==> src/hdl/trace_pkg.sv <==
// trace widths, window and trap constants, record types, interrupter window check
`default_nettype none

package trace_pkg;

  localparam int xlen           = 64;
  localparam int inst_width     = 32;
  localparam int reg_addr_width = 5;
  localparam int wdest_width    = 8;
  localparam int mask_width     = 8;

  // address bits 63:16 of the core-local interrupter window
  localparam logic [xlen-17:0] mmio_window_base = 48'h0000_0000_0200;

  // custom opcode that ends a run
  localparam logic [6:0] trap_opcode = 7'h6b;

  typedef logic [xlen-1:0]       xlen_t;
  typedef logic [inst_width-1:0] inst_t;

  typedef struct packed {
    xlen_t                 addr;
    xlen_t                 data;
    logic [mask_width-1:0] mask;
  } store_rec_t;

  // one writeback record as seen by the commit trace
  typedef struct packed {
    xlen_t                  pc;
    inst_t                  inst;
    logic                   wen;
    logic [wdest_width-1:0] wdest;
    xlen_t                  wdata;
    logic                   skip;
    inst_t                  intr_no;
    inst_t                  excp_no;
  } commit_rec_t;

  // true for any address inside the interrupter window
  function automatic logic in_mmio_window(input xlen_t addr);
    return addr[xlen-1:16] == mmio_window_base;
  endfunction

endpackage

`default_nettype wire

==> src/hdl/commit_delay.sv <==
// valid-tagged delay line with a configurable payload type and depth
`default_nettype none

module commit_delay #(
  parameter type payload_t = logic,
  parameter int  depth     = 1
) (
  input  wire logic     clock,
  input  wire logic     reset,
  input  wire logic     in_valid,
  input  wire payload_t in_data,
  output logic          out_valid,
  output payload_t      out_data
);

  logic [depth-1:0] valid_q;
  payload_t         data_q [depth];

  always_ff @(posedge clock) begin
    if (reset) begin
      valid_q <= '0;
    end else begin
      valid_q[0] <= in_valid;
      for (int i = 1; i < depth; i++) begin
        valid_q[i] <= valid_q[i-1];
      end
    end
  end

  // payload shifts every cycle, valid bit tells which stages hold a real item
  always_ff @(posedge clock) begin
    data_q[0] <= in_data;
    for (int i = 1; i < depth; i++) begin
      data_q[i] <= data_q[i-1];
    end
  end

  assign out_valid = valid_q[depth-1];
  assign out_data  = data_q[depth-1];

endmodule

`default_nettype wire

==> src/hdl/commit_register.sv <==
// commit record register with commit, arch event and trap outputs
`default_nettype none

module commit_register (
  input  wire logic                                  clock,
  input  wire logic                                  reset,
  input  wire logic                                  wb_commit,
  input  wire trace_pkg::xlen_t                      wb_pc,
  input  wire trace_pkg::inst_t                      wb_inst,
  input  wire logic                                  wb_skip,
  input  wire trace_pkg::inst_t                      wb_itrp_no,
  input  wire trace_pkg::inst_t                      wb_excp_no,
  input  wire logic                                  wb_mie,
  input  wire logic                                  reg_wr_ena,
  input  wire logic [trace_pkg::reg_addr_width-1:0]  reg_wr_addr,
  input  wire trace_pkg::xlen_t                      reg_wr_data,
  input  wire trace_pkg::xlen_t                      wb_rw_addr,
  input  wire trace_pkg::xlen_t                      a0_value,
  output logic                                       commit_valid,
  output trace_pkg::xlen_t                           commit_pc,
  output trace_pkg::inst_t                           commit_inst,
  output logic                                       commit_skip,
  output logic                                       commit_wen,
  output logic [trace_pkg::wdest_width-1:0]          commit_wdest,
  output trace_pkg::xlen_t                           commit_wdata,
  output trace_pkg::inst_t                           intr_no,
  output trace_pkg::inst_t                           cause,
  output logic                                       trap_valid,
  output logic [7:0]                                 trap_code
);

  import trace_pkg::*;

  logic        rec_valid;
  commit_rec_t rec_in;
  logic        cmt_valid;
  commit_rec_t cmt_rec;

  // a pending interrupt takes the slot, so nothing commits
  assign rec_valid = wb_commit & ~(|wb_itrp_no);

  always_comb begin
    rec_in.pc      = wb_pc;
    rec_in.inst    = wb_inst;
    rec_in.wen     = reg_wr_ena;
    rec_in.wdest   = {{(wdest_width - reg_addr_width){1'b0}}, reg_wr_addr};
    rec_in.wdata   = reg_wr_data;
    // interrupter registers have no golden model, skip compare
    rec_in.skip    = wb_skip | in_mmio_window(wb_rw_addr);
    // masked with this cycle's enable
    rec_in.intr_no = {inst_width{wb_mie}} & wb_itrp_no;
    rec_in.excp_no = wb_excp_no;
  end

  commit_delay #(
    .payload_t (commit_rec_t),
    .depth     (1)
  ) u_commit_delay (
    .clock     (clock),
    .reset     (reset),
    .in_valid  (rec_valid),
    .in_data   (rec_in),
    .out_valid (cmt_valid),
    .out_data  (cmt_rec)
  );

  // an excepting instruction does not commit
  assign commit_valid = cmt_valid & ~(|cmt_rec.excp_no);
  assign commit_pc    = cmt_rec.pc;
  assign commit_inst  = cmt_rec.inst;
  assign commit_skip  = cmt_rec.skip;
  assign commit_wen   = cmt_rec.wen;
  assign commit_wdest = cmt_rec.wdest;
  assign commit_wdata = cmt_rec.wdata;

  // arch event
  assign intr_no = cmt_rec.intr_no;
  assign cause   = cmt_rec.excp_no & {inst_width{cmt_valid}};

  // trap, exit code taken from a0
  assign trap_valid = cmt_valid & (cmt_rec.inst[6:0] == trap_opcode);
  assign trap_code  = a0_value[7:0];

endmodule

`default_nettype wire

==> src/hdl/event_counters.sv <==
// cycle and committed-instruction counters
`default_nettype none

module event_counters (
  input  wire logic       clock,
  input  wire logic       reset,
  input  wire logic       wb_commit,
  output trace_pkg::xlen_t cycle_count,
  output trace_pkg::xlen_t instr_count
);

  import trace_pkg::*;

  always_ff @(posedge clock) begin
    if (reset) begin
      cycle_count <= '0;
      instr_count <= '0;
    end else begin
      cycle_count <= cycle_count + xlen_t'(1);
      // counts every writeback commit, interrupts included
      instr_count <= instr_count + xlen_t'(wb_commit);
    end
  end

endmodule

`default_nettype wire

==> src/hdl/store_tracker.sv <==
// two-cycle store event delay with interrupter window filter
`default_nettype none

module store_tracker (
  input  wire logic                             clock,
  input  wire logic                             reset,
  input  wire logic                             wb_commit,
  input  wire logic                             wb_w_ena,
  input  wire logic                             wb_r_ena,
  input  wire trace_pkg::xlen_t                 wb_rw_addr,
  input  wire trace_pkg::xlen_t                 wb_w_data,
  input  wire logic [trace_pkg::mask_width-1:0] wb_w_mask,
  output logic                                  store_valid,
  output trace_pkg::xlen_t                      store_addr,
  output trace_pkg::xlen_t                      store_data,
  output logic [trace_pkg::mask_width-1:0]      store_mask
);

  import trace_pkg::*;

  logic       store_in;
  store_rec_t rec_in;
  logic       dly_valid;
  store_rec_t dly_rec;

  // only committed writes enter the store line, loads never do
  assign store_in = wb_commit & wb_w_ena;

  assign rec_in.addr = wb_rw_addr;
  assign rec_in.data = wb_w_data;
  assign rec_in.mask = wb_w_mask;

  commit_delay #(
    .payload_t (store_rec_t),
    .depth     (2)
  ) u_store_delay (
    .clock     (clock),
    .reset     (reset),
    .in_valid  (store_in),
    .in_data   (rec_in),
    .out_valid (dly_valid),
    .out_data  (dly_rec)
  );

  // filter on the store's own address
  assign store_valid = dly_valid & ~in_mmio_window(dly_rec.addr);
  assign store_addr  = dly_rec.addr;
  assign store_data  = dly_rec.data;
  assign store_mask  = dly_rec.mask;

endmodule

`default_nettype wire

==> src/hdl/commit_tracer.sv <==
// commit tracer top level with commit register, event counters and store tracker
`default_nettype none

module commit_tracer (
  input  wire logic                                 clock,
  input  wire logic                                 reset,
  input  wire logic                                 wb_commit,
  input  wire trace_pkg::xlen_t                     wb_pc,
  input  wire trace_pkg::inst_t                     wb_inst,
  input  wire logic                                 wb_skip,
  input  wire trace_pkg::inst_t                     wb_itrp_no,
  input  wire trace_pkg::inst_t                     wb_excp_no,
  input  wire logic                                 wb_mie,
  input  wire logic                                 reg_wr_ena,
  input  wire logic [trace_pkg::reg_addr_width-1:0] reg_wr_addr,
  input  wire trace_pkg::xlen_t                     reg_wr_data,
  input  wire trace_pkg::xlen_t                     wb_rw_addr,
  input  wire trace_pkg::xlen_t                     wb_w_data,
  input  wire logic [trace_pkg::mask_width-1:0]     wb_w_mask,
  input  wire logic                                 wb_w_ena,
  input  wire logic                                 wb_r_ena,
  input  wire trace_pkg::xlen_t                     a0_value,
  output logic                                      commit_valid,
  output trace_pkg::xlen_t                          commit_pc,
  output trace_pkg::inst_t                          commit_inst,
  output logic                                      commit_skip,
  output logic                                      commit_wen,
  output logic [trace_pkg::wdest_width-1:0]         commit_wdest,
  output trace_pkg::xlen_t                          commit_wdata,
  output trace_pkg::inst_t                          intr_no,
  output trace_pkg::inst_t                          cause,
  output logic                                      trap_valid,
  output logic [7:0]                                trap_code,
  output trace_pkg::xlen_t                          cycle_count,
  output trace_pkg::xlen_t                          instr_count,
  output logic                                      store_valid,
  output trace_pkg::xlen_t                          store_addr,
  output trace_pkg::xlen_t                          store_data,
  output logic [trace_pkg::mask_width-1:0]          store_mask
);

  // instruction commit, arch event and trap
  commit_register u_commit_register (
    .clock        (clock),
    .reset        (reset),
    .wb_commit    (wb_commit),
    .wb_pc        (wb_pc),
    .wb_inst      (wb_inst),
    .wb_skip      (wb_skip),
    .wb_itrp_no   (wb_itrp_no),
    .wb_excp_no   (wb_excp_no),
    .wb_mie       (wb_mie),
    .reg_wr_ena   (reg_wr_ena),
    .reg_wr_addr  (reg_wr_addr),
    .reg_wr_data  (reg_wr_data),
    .wb_rw_addr   (wb_rw_addr),
    .a0_value     (a0_value),
    .commit_valid (commit_valid),
    .commit_pc    (commit_pc),
    .commit_inst  (commit_inst),
    .commit_skip  (commit_skip),
    .commit_wen   (commit_wen),
    .commit_wdest (commit_wdest),
    .commit_wdata (commit_wdata),
    .intr_no      (intr_no),
    .cause        (cause),
    .trap_valid   (trap_valid),
    .trap_code    (trap_code)
  );

  event_counters u_event_counters (
    .clock       (clock),
    .reset       (reset),
    .wb_commit   (wb_commit),
    .cycle_count (cycle_count),
    .instr_count (instr_count)
  );

  // store events, two cycles behind writeback
  store_tracker u_store_tracker (
    .clock       (clock),
    .reset       (reset),
    .wb_commit   (wb_commit),
    .wb_w_ena    (wb_w_ena),
    .wb_r_ena    (wb_r_ena),
    .wb_rw_addr  (wb_rw_addr),
    .wb_w_data   (wb_w_data),
    .wb_w_mask   (wb_w_mask),
    .store_valid (store_valid),
    .store_addr  (store_addr),
    .store_data  (store_data),
    .store_mask  (store_mask)
  );

endmodule

`default_nettype wire

==> config.mk <==
export PLATFORM = sky130hd
export DESIGN_NAME = commit_tracer
export DESIGN_NICKNAME = d
export VERILOG_FILES = /design/src/hdl/trace_pkg.sv /design/src/hdl/commit_delay.sv /design/src/hdl/commit_register.sv /design/src/hdl/event_counters.sv /design/src/hdl/store_tracker.sv /design/src/hdl/commit_tracer.sv
export SDC_FILE = /design/constraint.sdc
export NUM_CORES = 1
export LEC_CHECK = 0
export ABC_AREA = 1
export BUFFER_PORTS_ARGS = -buffer_cell sky130_fd_sc_hd__buf_2
export CORE_AREA = 2 2 365 367
export DETAILED_ROUTE_END_ITERATION = 8
export DIE_AREA = 0 0 367 369
export PLACE_DENSITY = 0.4
export REMOVE_ABC_BUFFERS = 1
export SETUP_SLACK_MARGIN = 0.3
export SLEW_MARGIN = 20
export SYNTH_ARGS = -nofsm -noshare
export SYNTH_HDL_FRONTEND = slang
export SYNTH_SLANG_ARGS = --single-unit
==> constraint.sdc <==
create_clock -name clock -period 2.1 [get_ports clock]
set_input_delay 0.42 -clock clock [delete_from_list [all_inputs] [get_ports clock]]
set_output_delay 0.42 -clock clock [all_outputs]
set_load 0.02 [all_outputs]
==> impl_metrics.env, run 1 <==
export IMPL_run_status="finished with violations"
export IMPL_violated_checks="negative setup slack"
export IMPL_post_synth_cell_area_avg_sq_um=9.03
export IMPL_place_detailed_hpwl_um=76600
export IMPL_switching_power_mw=6.97
export IMPL_detail_route_wirelength_um=94800
export IMPL_detailedRoute_firstIterationViolations=812
export IMPL_internal_power_mw=21.7
export IMPL_reg2reg_slack_ns=0.42
export IMPL_worstHoldPathType="in2reg"
export IMPL_hold_depth=3
export IMPL_synthCells=2354
export IMPL_start_util_pct=16.2
export IMPL_cp_required_ns=1.68
export IMPL_postSynth_asyncResetShare_pct=0
export IMPL_ctsHtreeMaxLevel=3
export IMPL_routedWlPerCell_um=18.3
export IMPL_ctsRootBufferMaster="sky130_fd_sc_hd__clkbuf_16"
export IMPL_arrival_ns=1.94
export IMPL_cts_tree="yes"
export IMPL_cp_max_fo=2
export IMPL_number_of_antenna_violations_at_the_first_check_in_global_routing=23
export IMPL_share_comb_of_total_power_pct=7.4
export IMPL_cp_end_kind="primary output"
export IMPL_max_buffers_root_to_sink=3
export IMPL_worst_ir_drop_vdd_mv=0.628
export IMPL_dieWidth_um=367
export IMPL_area_delta_synth_final_pct=55.5
export IMPL_gp_congestion=0.842
export IMPL_dp_slack_ns=-0.143
export IMPL_cts_num_sinks=634
export IMPL_number_of_distinct_library_cell_variants_in_the_gate_level_netlist_after_synthesis=36
export IMPL_io_buffer_count=869
export IMPL_die_extent_in_y_um=369
export IMPL_worst_clock_skew_on_the_final_layout_ns=0.0303
export IMPL_core_area_sq_mm=0.131
export IMPL_synth_main_ff_cell="sky130_fd_sc_hd__dfxtp_1"
export IMPL_power_leakage_nw=15.2
export IMPL_grt_setup_unrepaired="true"
export IMPL_io_pins=946
export IMPL_largest_net_degree_at_the_start_of_global_routing=49
export IMPL_crit_start="u_store_tracker.u_store_delay.data_q[0][226]"
export IMPL_cts_buffers_inserted=77
export IMPL_drt_pass1_iter_count=5
export IMPL_r2r_start="u_event_counters.instr_count[0]"
export IMPL_hold_viol_final=0
export IMPL_dieArea_sq_mm=0.135
export IMPL_post_drt_via_cell_ratio=3.47
export IMPL_drive_gt1_share_pct=38.6
export IMPL_power_total_mw=28.6
export IMPL_setup_violations_final=11
export IMPL_fillCellCount=14266
export IMPL_worstRegToRegCells=10
export IMPL_setup_ws_ns=-0.255
export IMPL_clock_power_share_pct=48.0
export IMPL_drt_drc_violations_left=0
export IMPL_critical_path_endpoint="store_valid"
export IMPL_clkTransAtPathRegs_ns=0.06
export IMPL_rr_endpoint="u_event_counters.instr_count[20]"
export IMPL_finish_net_count=3798
export IMPL_totalNegativeSetupSlack_ns=-1.06
export IMPL_min_tclk_post_route_ns=2.36
export IMPL_slew_violations=0
export IMPL_maxCapViolCount=0
export IMPL_yosysSeqAreaShare_pct=59.7
export IMPL_first_global_vias=18133
export IMPL_wire_length_of_the_first_global_routing_pass_um=130000
export IMPL_grt_use_total_pct=13.5
export IMPL_num_vias=17978
export IMPL_seq_power_share_pct=44.6
export IMPL_synth_edf_count=0
export IMPL_ys_ff_latch=634
export IMPL_sw_frac_of_total_pct=24.3
export IMPL_setup_worst_path_class="reg2out"
export IMPL_max_clock_freq_mhz=425
export IMPL_final_period_utilization_pct=112
export IMPL_overflow=0
export IMPL_yosys_warnings=0
export IMPL_ant_nets=0
export IMPL_site_rows=133
export IMPL_power_density_cell_area_mw_per_mm2=867
export IMPL_worst_setup_path_start_kind="flop"
export IMPL_total_standard_cell_area_after_synthesis_sq_mm=0.0213
export IMPL_worstSkewPairLatency_ns=0.67
-- logic make-up after synthesis --
kind of cell / Yosys count / share of synthesized area, %
other: 1 / 0.0176
buffers and inverters: 583 / 16.4
AND/OR/NAND/NOR: 1023 / 20.5
adder cells (fa/ha/maj): 3 / 0.177
flip-flops: 634 / 59.7
AO/OA/AOI/OAI: 88 / 2.27
XOR/XNOR: 22 / 0.907
-- cells in the mapped netlist (12+ instances only) --
master                     count  share of area (%)
sky130_fd_sc_hd__nand2_2      14               0.41
sky130_fd_sc_hd__nand2_1     473                8.4
sky130_fd_sc_hd__buf_4       344                 12
sky130_fd_sc_hd__nor4_1       21               0.62
sky130_fd_sc_hd__dfxtp_1     634                 60
sky130_fd_sc_hd__nand3_1      53                1.2
sky130_fd_sc_hd__inv_1       211                3.7
sky130_fd_sc_hd__nor2_1      374                6.6
sky130_fd_sc_hd__clkbuf_1     15               0.26
sky130_fd_sc_hd__o21bai_1     12               0.42
sky130_fd_sc_hd__xor2_1       16               0.66
sky130_fd_sc_hd__a21oi_1      45                1.1
sky130_fd_sc_hd__nand4_1      32               0.94
sky130_fd_sc_hd__nor2_2       15               0.44
sky130_fd_sc_hd__o21ai_0      26               0.61
-- worst min path at each step --
| stage | end | start | slack [ns] |
|---|---|---|---|
| 5_1_grt | u_commit_register.u_commit_delay.data_q[0][33] | wb_itrp_no[1] | 0.04 |
| 4_1_cts | u_commit_register.u_commit_delay.data_q[0][56] | wb_itrp_no[24] | 0.0006 |
| 2_1_floorplan | u_store_tracker.u_store_delay.data_q[0][136] | u_store_tracker.u_store_delay.data_q[0][0] | 0.31 |
| 3_5_place_dp | u_store_tracker.u_store_delay.data_q[0][148] | u_store_tracker.u_store_delay.data_q[0][12] | 0.31 |
| 6_report | u_commit_register.u_commit_delay.data_q[0][33] | wb_itrp_no[1] | 0.11 |
| 3_3_place_gp | u_store_tracker.u_store_delay.data_q[0][169] | u_store_tracker.u_store_delay.data_q[0][33] | 0.31 |
-- power groups by stage --
| stage | Clock, mW | Combinational, mW | Sequential (mW) |
|---|---|---|---|
| floorplan | 0 | 0.126 | 13.4 |
| global placement | 0 | 1.55 | 13.0 |
| detailed placement | 0 | 1.54 | 13.0 |
| CTS | 14.3 | 2.14 | 12.8 |
| global route | 14.7 | 2.25 | 12.8 |
| finish | 13.8 | 2.12 | 12.8 |
-- layer usage --
metal	wire length, um	global-route usage [%]	up-vias	share of wire, %
met1	38900	15.8	8269	41
met4	2120	4.15	14	2.2
met5	337	1.32	-	0.36
met2	44600	22.2	648	47
met3	8830	5.48	131	9.3
li1	-	-	8916	-
-- worst max-delay path, stage by stage (launching register included) --
cell and delay [ns]:
sky130_fd_sc_hd__dfxtp_2 0.32, sky130_fd_sc_hd__nor2_1 0.10, sky130_fd_sc_hd__nand2_1 0.09, sky130_fd_sc_hd__nor2_2 0.13
sky130_fd_sc_hd__nand2_1 0.07, sky130_fd_sc_hd__nor3_2 0.22, sky130_fd_sc_hd__buf_4 0.17, sky130_fd_sc_hd__a21boi_2 0.05
sky130_fd_sc_hd__buf_6 0.13
-- sequential cells by signal (all words and copies together), names as in the netlist --
register                                    flops
u_commit_register.u_commit_delay.data_q       231
u_event_counters.cycle_count                   64
u_store_tracker.u_store_delay.valid_q           2
u_event_counters.instr_count                   64
u_commit_register.u_commit_delay.out_valid      1
u_store_tracker.u_store_delay.data_q          272
-- what timing repair did --
action,CTS,global route
hold endpoints to repair,363,0
hold buffers,364,0
gates resized for setup,374,56
pin swaps,10,8
gates cloned,3,0
buffers inserted,8,2
endpoints found under the setup margin,144,101
-- metrics by stage --
step | util (%) | cell area, sq um | hold slack [ns] | cells
floorplan | - | 18600 | 0.310 | 1991
global placement | 19.4 | 25500 | 0.309 | 4657
detailed placement | 19.4 | 25500 | 0.312 | 4657
CTS | 25.0 | 32800 | 0.000568 | 5167
global route | 25.2 | 33000 | 0.0409 | 5173
finish | 25.2 | 33000 | 0.110 | 5180
-- area by class of cell --
class / instances / area, sq um / area share [%]
clock inverters: 26 / 398 / 1.20
flip-flops and latches: 634 / 12900 / 38.9
well taps: 1755 / 2200 / 6.65
clock buffers: 109 / 2240 / 6.78
repair buffers: 1288 / 8980 / 27.2
multi-input cells: 1139 / 5520 / 16.7
inverters: 218 / 821 / 2.48
diodes: 11 / 27.5 / 0.0833
-- cell usage in the layout, fill, tap and decap left out, types with 4 or more instances in the layout --
| cell type | instances |
|---|---|
| sky130_fd_sc_hd__a21oi_1 | 45 |
| sky130_fd_sc_hd__buf_12 | 6 |
| sky130_fd_sc_hd__buf_2 | 774 |
| sky130_fd_sc_hd__buf_4 | 86 |
| sky130_fd_sc_hd__buf_6 | 55 |
| sky130_fd_sc_hd__bufinv_16 | 5 |
| sky130_fd_sc_hd__clkbuf_1 | 14 |
| sky130_fd_sc_hd__clkbuf_16 | 78 |
| sky130_fd_sc_hd__clkbuf_8 | 17 |
| sky130_fd_sc_hd__clkinv_2 | 6 |
| sky130_fd_sc_hd__clkinvlp_4 | 6 |
| sky130_fd_sc_hd__dfxtp_1 | 528 |
| sky130_fd_sc_hd__dfxtp_2 | 95 |
| sky130_fd_sc_hd__dfxtp_4 | 11 |
| sky130_fd_sc_hd__diode_2 | 11 |
| sky130_fd_sc_hd__dlygate4sd3_1 | 364 |
| sky130_fd_sc_hd__inv_1 | 178 |
| sky130_fd_sc_hd__inv_2 | 39 |
| sky130_fd_sc_hd__nand2_1 | 437 |
| sky130_fd_sc_hd__nand2_2 | 18 |
| sky130_fd_sc_hd__nand2_4 | 36 |
| sky130_fd_sc_hd__nand3_1 | 52 |
| sky130_fd_sc_hd__nand3_2 | 4 |
| sky130_fd_sc_hd__nand4_1 | 32 |
| sky130_fd_sc_hd__nor2_1 | 347 |
| sky130_fd_sc_hd__nor2_2 | 35 |
| sky130_fd_sc_hd__nor2_4 | 18 |
| sky130_fd_sc_hd__nor2_8 | 4 |
| sky130_fd_sc_hd__nor2b_1 | 4 |
| sky130_fd_sc_hd__nor3_1 | 5 |
| sky130_fd_sc_hd__nor4_1 | 19 |
| sky130_fd_sc_hd__o21a_1 | 4 |
| sky130_fd_sc_hd__o21ai_0 | 26 |
| sky130_fd_sc_hd__o21bai_1 | 12 |
| sky130_fd_sc_hd__xnor2_1 | 6 |
| sky130_fd_sc_hd__xor2_1 | 16 |
No activity file was read; power rests on OpenSTA's default activity.
==> run 2: changes to the inputs <==
Settings changed: ABC_AREA 1 to 0, PLACE_DENSITY 0.4 to 0.39, SKIP_LAST_GASP from default to 1.
==> run 2 against run 1 <==
Against the previous run: critical endpoint unchanged; first-iteration DRC count is 35% lower; clock skew decreased by 0.011 ns; largest power group unchanged; the flow still finishes with violations (negative setup slack); sequential share of layout area shrank 0.65 points; global-route usage shrank 1.3 points.
==> impl_metrics.env, run 2 <==
export IMPL_overflow=0
export IMPL_maxCapViolCount=0
export IMPL_grt_setup_unrepaired="true"
export IMPL_largest_net_degree_at_the_start_of_global_routing=34
export IMPL_largest_register="u_store_tracker.u_store_delay.data_q"
export IMPL_ctsHtreeMaxLevel=3
export IMPL_number_of_distinct_library_cell_variants_in_the_gate_level_netlist_after_synthesis=45
export IMPL_ctsRootBufferMaster="sky130_fd_sc_hd__clkbuf_16"
export IMPL_yosys_warnings=0
export IMPL_power_density_cell_area_mw_per_mm2=857
export IMPL_wire_length_of_the_first_global_routing_pass_um=118000
export IMPL_cts_buffers_inserted=77
export IMPL_drt_drc_violations_left=0
export IMPL_hold_depth=2
export IMPL_synth_top_cell_by_area="sky130_fd_sc_hd__dfxtp_1"
export IMPL_grt_use_total_pct=12.1
export IMPL_yosysSeqAreaShare_pct=64.8
export IMPL_max_buffers_root_to_sink=3
export IMPL_crit_chain="nor4_1 -> buf_4 -> nand4_1 -> o31a_1 -> buf_6"
export IMPL_hold_viol_final=0
export IMPL_synthDominantCellAreaShare_pct=64.8
export IMPL_setup_worst_path_class="reg2out"
export IMPL_setup_ws_ns=-0.325
export IMPL_netlist_top_cells_area="sky130_fd_sc_hd__dfxtp_1 (65%), sky130_fd_sc_hd__buf_4 (13%), sky130_fd_sc_hd__and2_1 (2.2%), sky130_fd_sc_hd__xor2_1 (1.7%), sky130_fd_sc_hd__nor4_1 (1.7%)"
export IMPL_worstHoldPathType="in2reg"
export IMPL_slew_headroom_pct=64.9
export IMPL_num_vias=16200
export IMPL_synthCells=1700
export IMPL_ant_nets=0
export IMPL_dieWidth_um=367
export IMPL_detailedRoute_firstIterationViolations=527
export IMPL_setup_violations_final=4
export IMPL_area_delta_synth_final_pct=71.3
export IMPL_crit_path_max_incr_delay_ns=0.33
export IMPL_io_buffer_count=869
export IMPL_mostFrequentLayoutCell="sky130_fd_sc_hd__buf_2"
export IMPL_cts_num_sinks=634
export IMPL_drt_pass1_iter_count=7
export IMPL_whs_ns=0.0832
export IMPL_fin_util_pct=25.6
export IMPL_io_pins=946
export IMPL_detail_route_wirelength_um=86100
export IMPL_ys_ff_latch=634
export IMPL_worstHoldEndpoint="u_commit_register.u_commit_delay.data_q[0][40]"
export IMPL_worst_setup_path_start_kind="flop"
export IMPL_hold_start="wb_itrp_no[8]"
export IMPL_most_used_standard_cell_by_instance_count_after_synthesis="sky130_fd_sc_hd__dfxtp_1"
export IMPL_number_of_antenna_violations_at_the_first_check_in_global_routing=16
export IMPL_cp_end_kind="primary output"
export IMPL_total_standard_cell_area_after_synthesis_sq_mm=0.0196
export IMPL_worst_clock_skew_on_the_final_layout_ns=0.0193
export IMPL_arrival_ns=2.00
export IMPL_min_tclk_post_route_ns=2.42
export IMPL_synth_edf_count=0
export IMPL_max_clock_freq_mhz=412
export IMPL_routedWlPerCell_um=18.4
export IMPL_fillCellCount=14092
export IMPL_rr_endpoint="u_event_counters.instr_count[52]"
export IMPL_flip_flop_count_of_the_largest_register_all_copies_and_words_added=272
export IMPL_clkTransAtPathRegs_ns=0.06
export IMPL_core_area_sq_mm=0.131
export IMPL_slowest_stage="sky130_fd_sc_hd__o31a_1"
export IMPL_cts_tree="yes"
export IMPL_worstMarginPinSlew_ns=0.522
export IMPL_first_global_vias=16265
export IMPL_cp_required_ns=1.68
export IMPL_run_status="finished with violations"
export IMPL_finish_net_count=3308
export IMPL_reg_top3="u_store_tracker.u_store_delay.data_q (272), u_commit_register.u_commit_delay.data_q (231)"
export IMPL_worstSkewPairLatency_ns=0.66
export IMPL_post_synth_cell_area_avg_sq_um=11.5
export IMPL_dieArea_sq_mm=0.135
export IMPL_worstRegToRegCells=10
export IMPL_postSynth_asyncResetShare_pct=0
export IMPL_post_drt_via_cell_ratio=3.45
export IMPL_start_util_pct=14.9
export IMPL_worst_ir_drop_vdd_mv=0.688
export IMPL_cp_max_fo=2
export IMPL_violated_checks="negative setup slack"
export IMPL_final_period_utilization_pct=115
export IMPL_final_cell_mix="sky130_fd_sc_hd__buf_2 (740), sky130_fd_sc_hd__dfxtp_1 (547), sky130_fd_sc_hd__dlygate4sd3_1 (343)"
export IMPL_r2r_start="u_event_counters.instr_count[0]"
export IMPL_reg2reg_slack_ns=-0.04
export IMPL_power_leakage_nw=14.6
export IMPL_place_detailed_hpwl_um=67500
export IMPL_gp_congestion=0.803
export IMPL_synth_main_ff_cell="sky130_fd_sc_hd__dfxtp_1"
export IMPL_synth_cells_most_frequent="sky130_fd_sc_hd__dfxtp_1 (634), sky130_fd_sc_hd__buf_4 (344), sky130_fd_sc_hd__nor2_1 (84), sky130_fd_sc_hd__and2_1 (68), sky130_fd_sc_hd__a21oi_1 (56)"
export IMPL_site_rows=133
export IMPL_slew_violations=0
export IMPL_drive_gt1_share_pct=51.0
export IMPL_die_extent_in_y_um=369
-- run 2: final cells by class --
class | count | area [sq um] | share of cell area (%)
Sequential cell | 634 | 12800 | 38.3
Inverter | 15 | 56.3 | 0.168
Tap cell | 1755 | 2200 | 6.55
Clock buffer | 105 | 2140 | 6.39
Antenna cell | 8 | 20.0 | 0.0597
Multi-Input combinational cell | 676 | 5010 | 14.9
Clock inverter | 32 | 515 | 1.54
Timing Repair Buffer | 1464 | 10800 | 32.1
-- run 2: per-stage QoR --
| step | worst slack [ns] | TNS [ns] | cells | cell area (sq um) | total power [mW] |
|---|---|---|---|---|---|
| after global placement | -0.272 | -4.57 | 4120 | 24700 | 14.5 |
| after floorplan | -0.445 | -5.53 | 1323 | 16900 | 13.5 |
| after CTS | -0.415 | -0.699 | 4648 | 32600 | 29.3 |
| after detailed placement | -0.305 | -4.98 | 4120 | 24700 | 14.5 |
| after global routing | -0.474 | -2.88 | 4685 | 33500 | 29.9 |
| final | -0.325 | -0.504 | 4689 | 33500 | 28.7 |
-- run 2: critical path: cells and delay by family, from the launching register on --
| family | cells | cell delay (ns) |
|---|---|---|
| flops | 1 | 0.31 |
| buf+inv | 2 | 0.33 |
| simple gates | 2 | 0.40 |
| compound gates | 1 | 0.33 |
-- run 2: what timing repair did --
| action | in CTS | in global routing |
|---|---|---|
| endpoints found under the setup margin | 203 | 176 |
| gates resized for setup | 409 | 203 |
| pin swaps | 96 | 67 |
| hold endpoints to repair | 343 | 0 |
| hold buffers | 343 | 0 |
| gates cloned | 6 | 1 |
| setup buffers | 42 | 32 |
-- run 2: report_power, final --
part / switching [mW] / total, mW / internal (mW) / leakage [nW]
Combinational: 1.09 / 2.09 / 0.999 / 7.97
Clock: 5.63 / 13.9 / 8.25 / 1.28
Sequential: 0.207 / 12.8 / 12.6 / 5.34
Total: 6.93 / 28.7 / 21.8 / 14.6
-- run 2: logic make-up after synthesis --
kind of cell             after synthesis  synth area share, %
multiplexers                           2                0.115
flip-flops                           634                 64.8
adder cells (fa/ha/maj)                3                0.192
other                                  1               0.0192
XOR/XNOR                              63                 2.82
AND/OR/NAND/NOR                      485                 14.4
AO/OA/AOI/OAI                        118                 3.35
buffers and inverters                394                 14.2
-- run 2: worst max path at each step --
stage / endpoint / start
2_1_floorplan: u_event_counters.cycle_count[38] / u_event_counters.cycle_count[0]
6_report: store_valid / u_store_tracker.u_store_delay.data_q[0][261]
5_1_grt: store_valid / u_store_tracker.u_store_delay.data_q[0][237]
3_5_place_dp: u_event_counters.instr_count[50] / wb_commit
3_3_place_gp: u_event_counters.instr_count[56] / wb_commit
4_1_cts: store_valid / u_store_tracker.u_store_delay.data_q[0][252]
-- run 2: metal layers --
metal	vias to the layer above	GRT usage, %	part of all wire, %
met4	6	3.58	2.2
li1	7772	-	-
met5	-	0	0.040
met1	7714	16.1	46
met2	609	17.9	44
met3	99	4.93	8.7
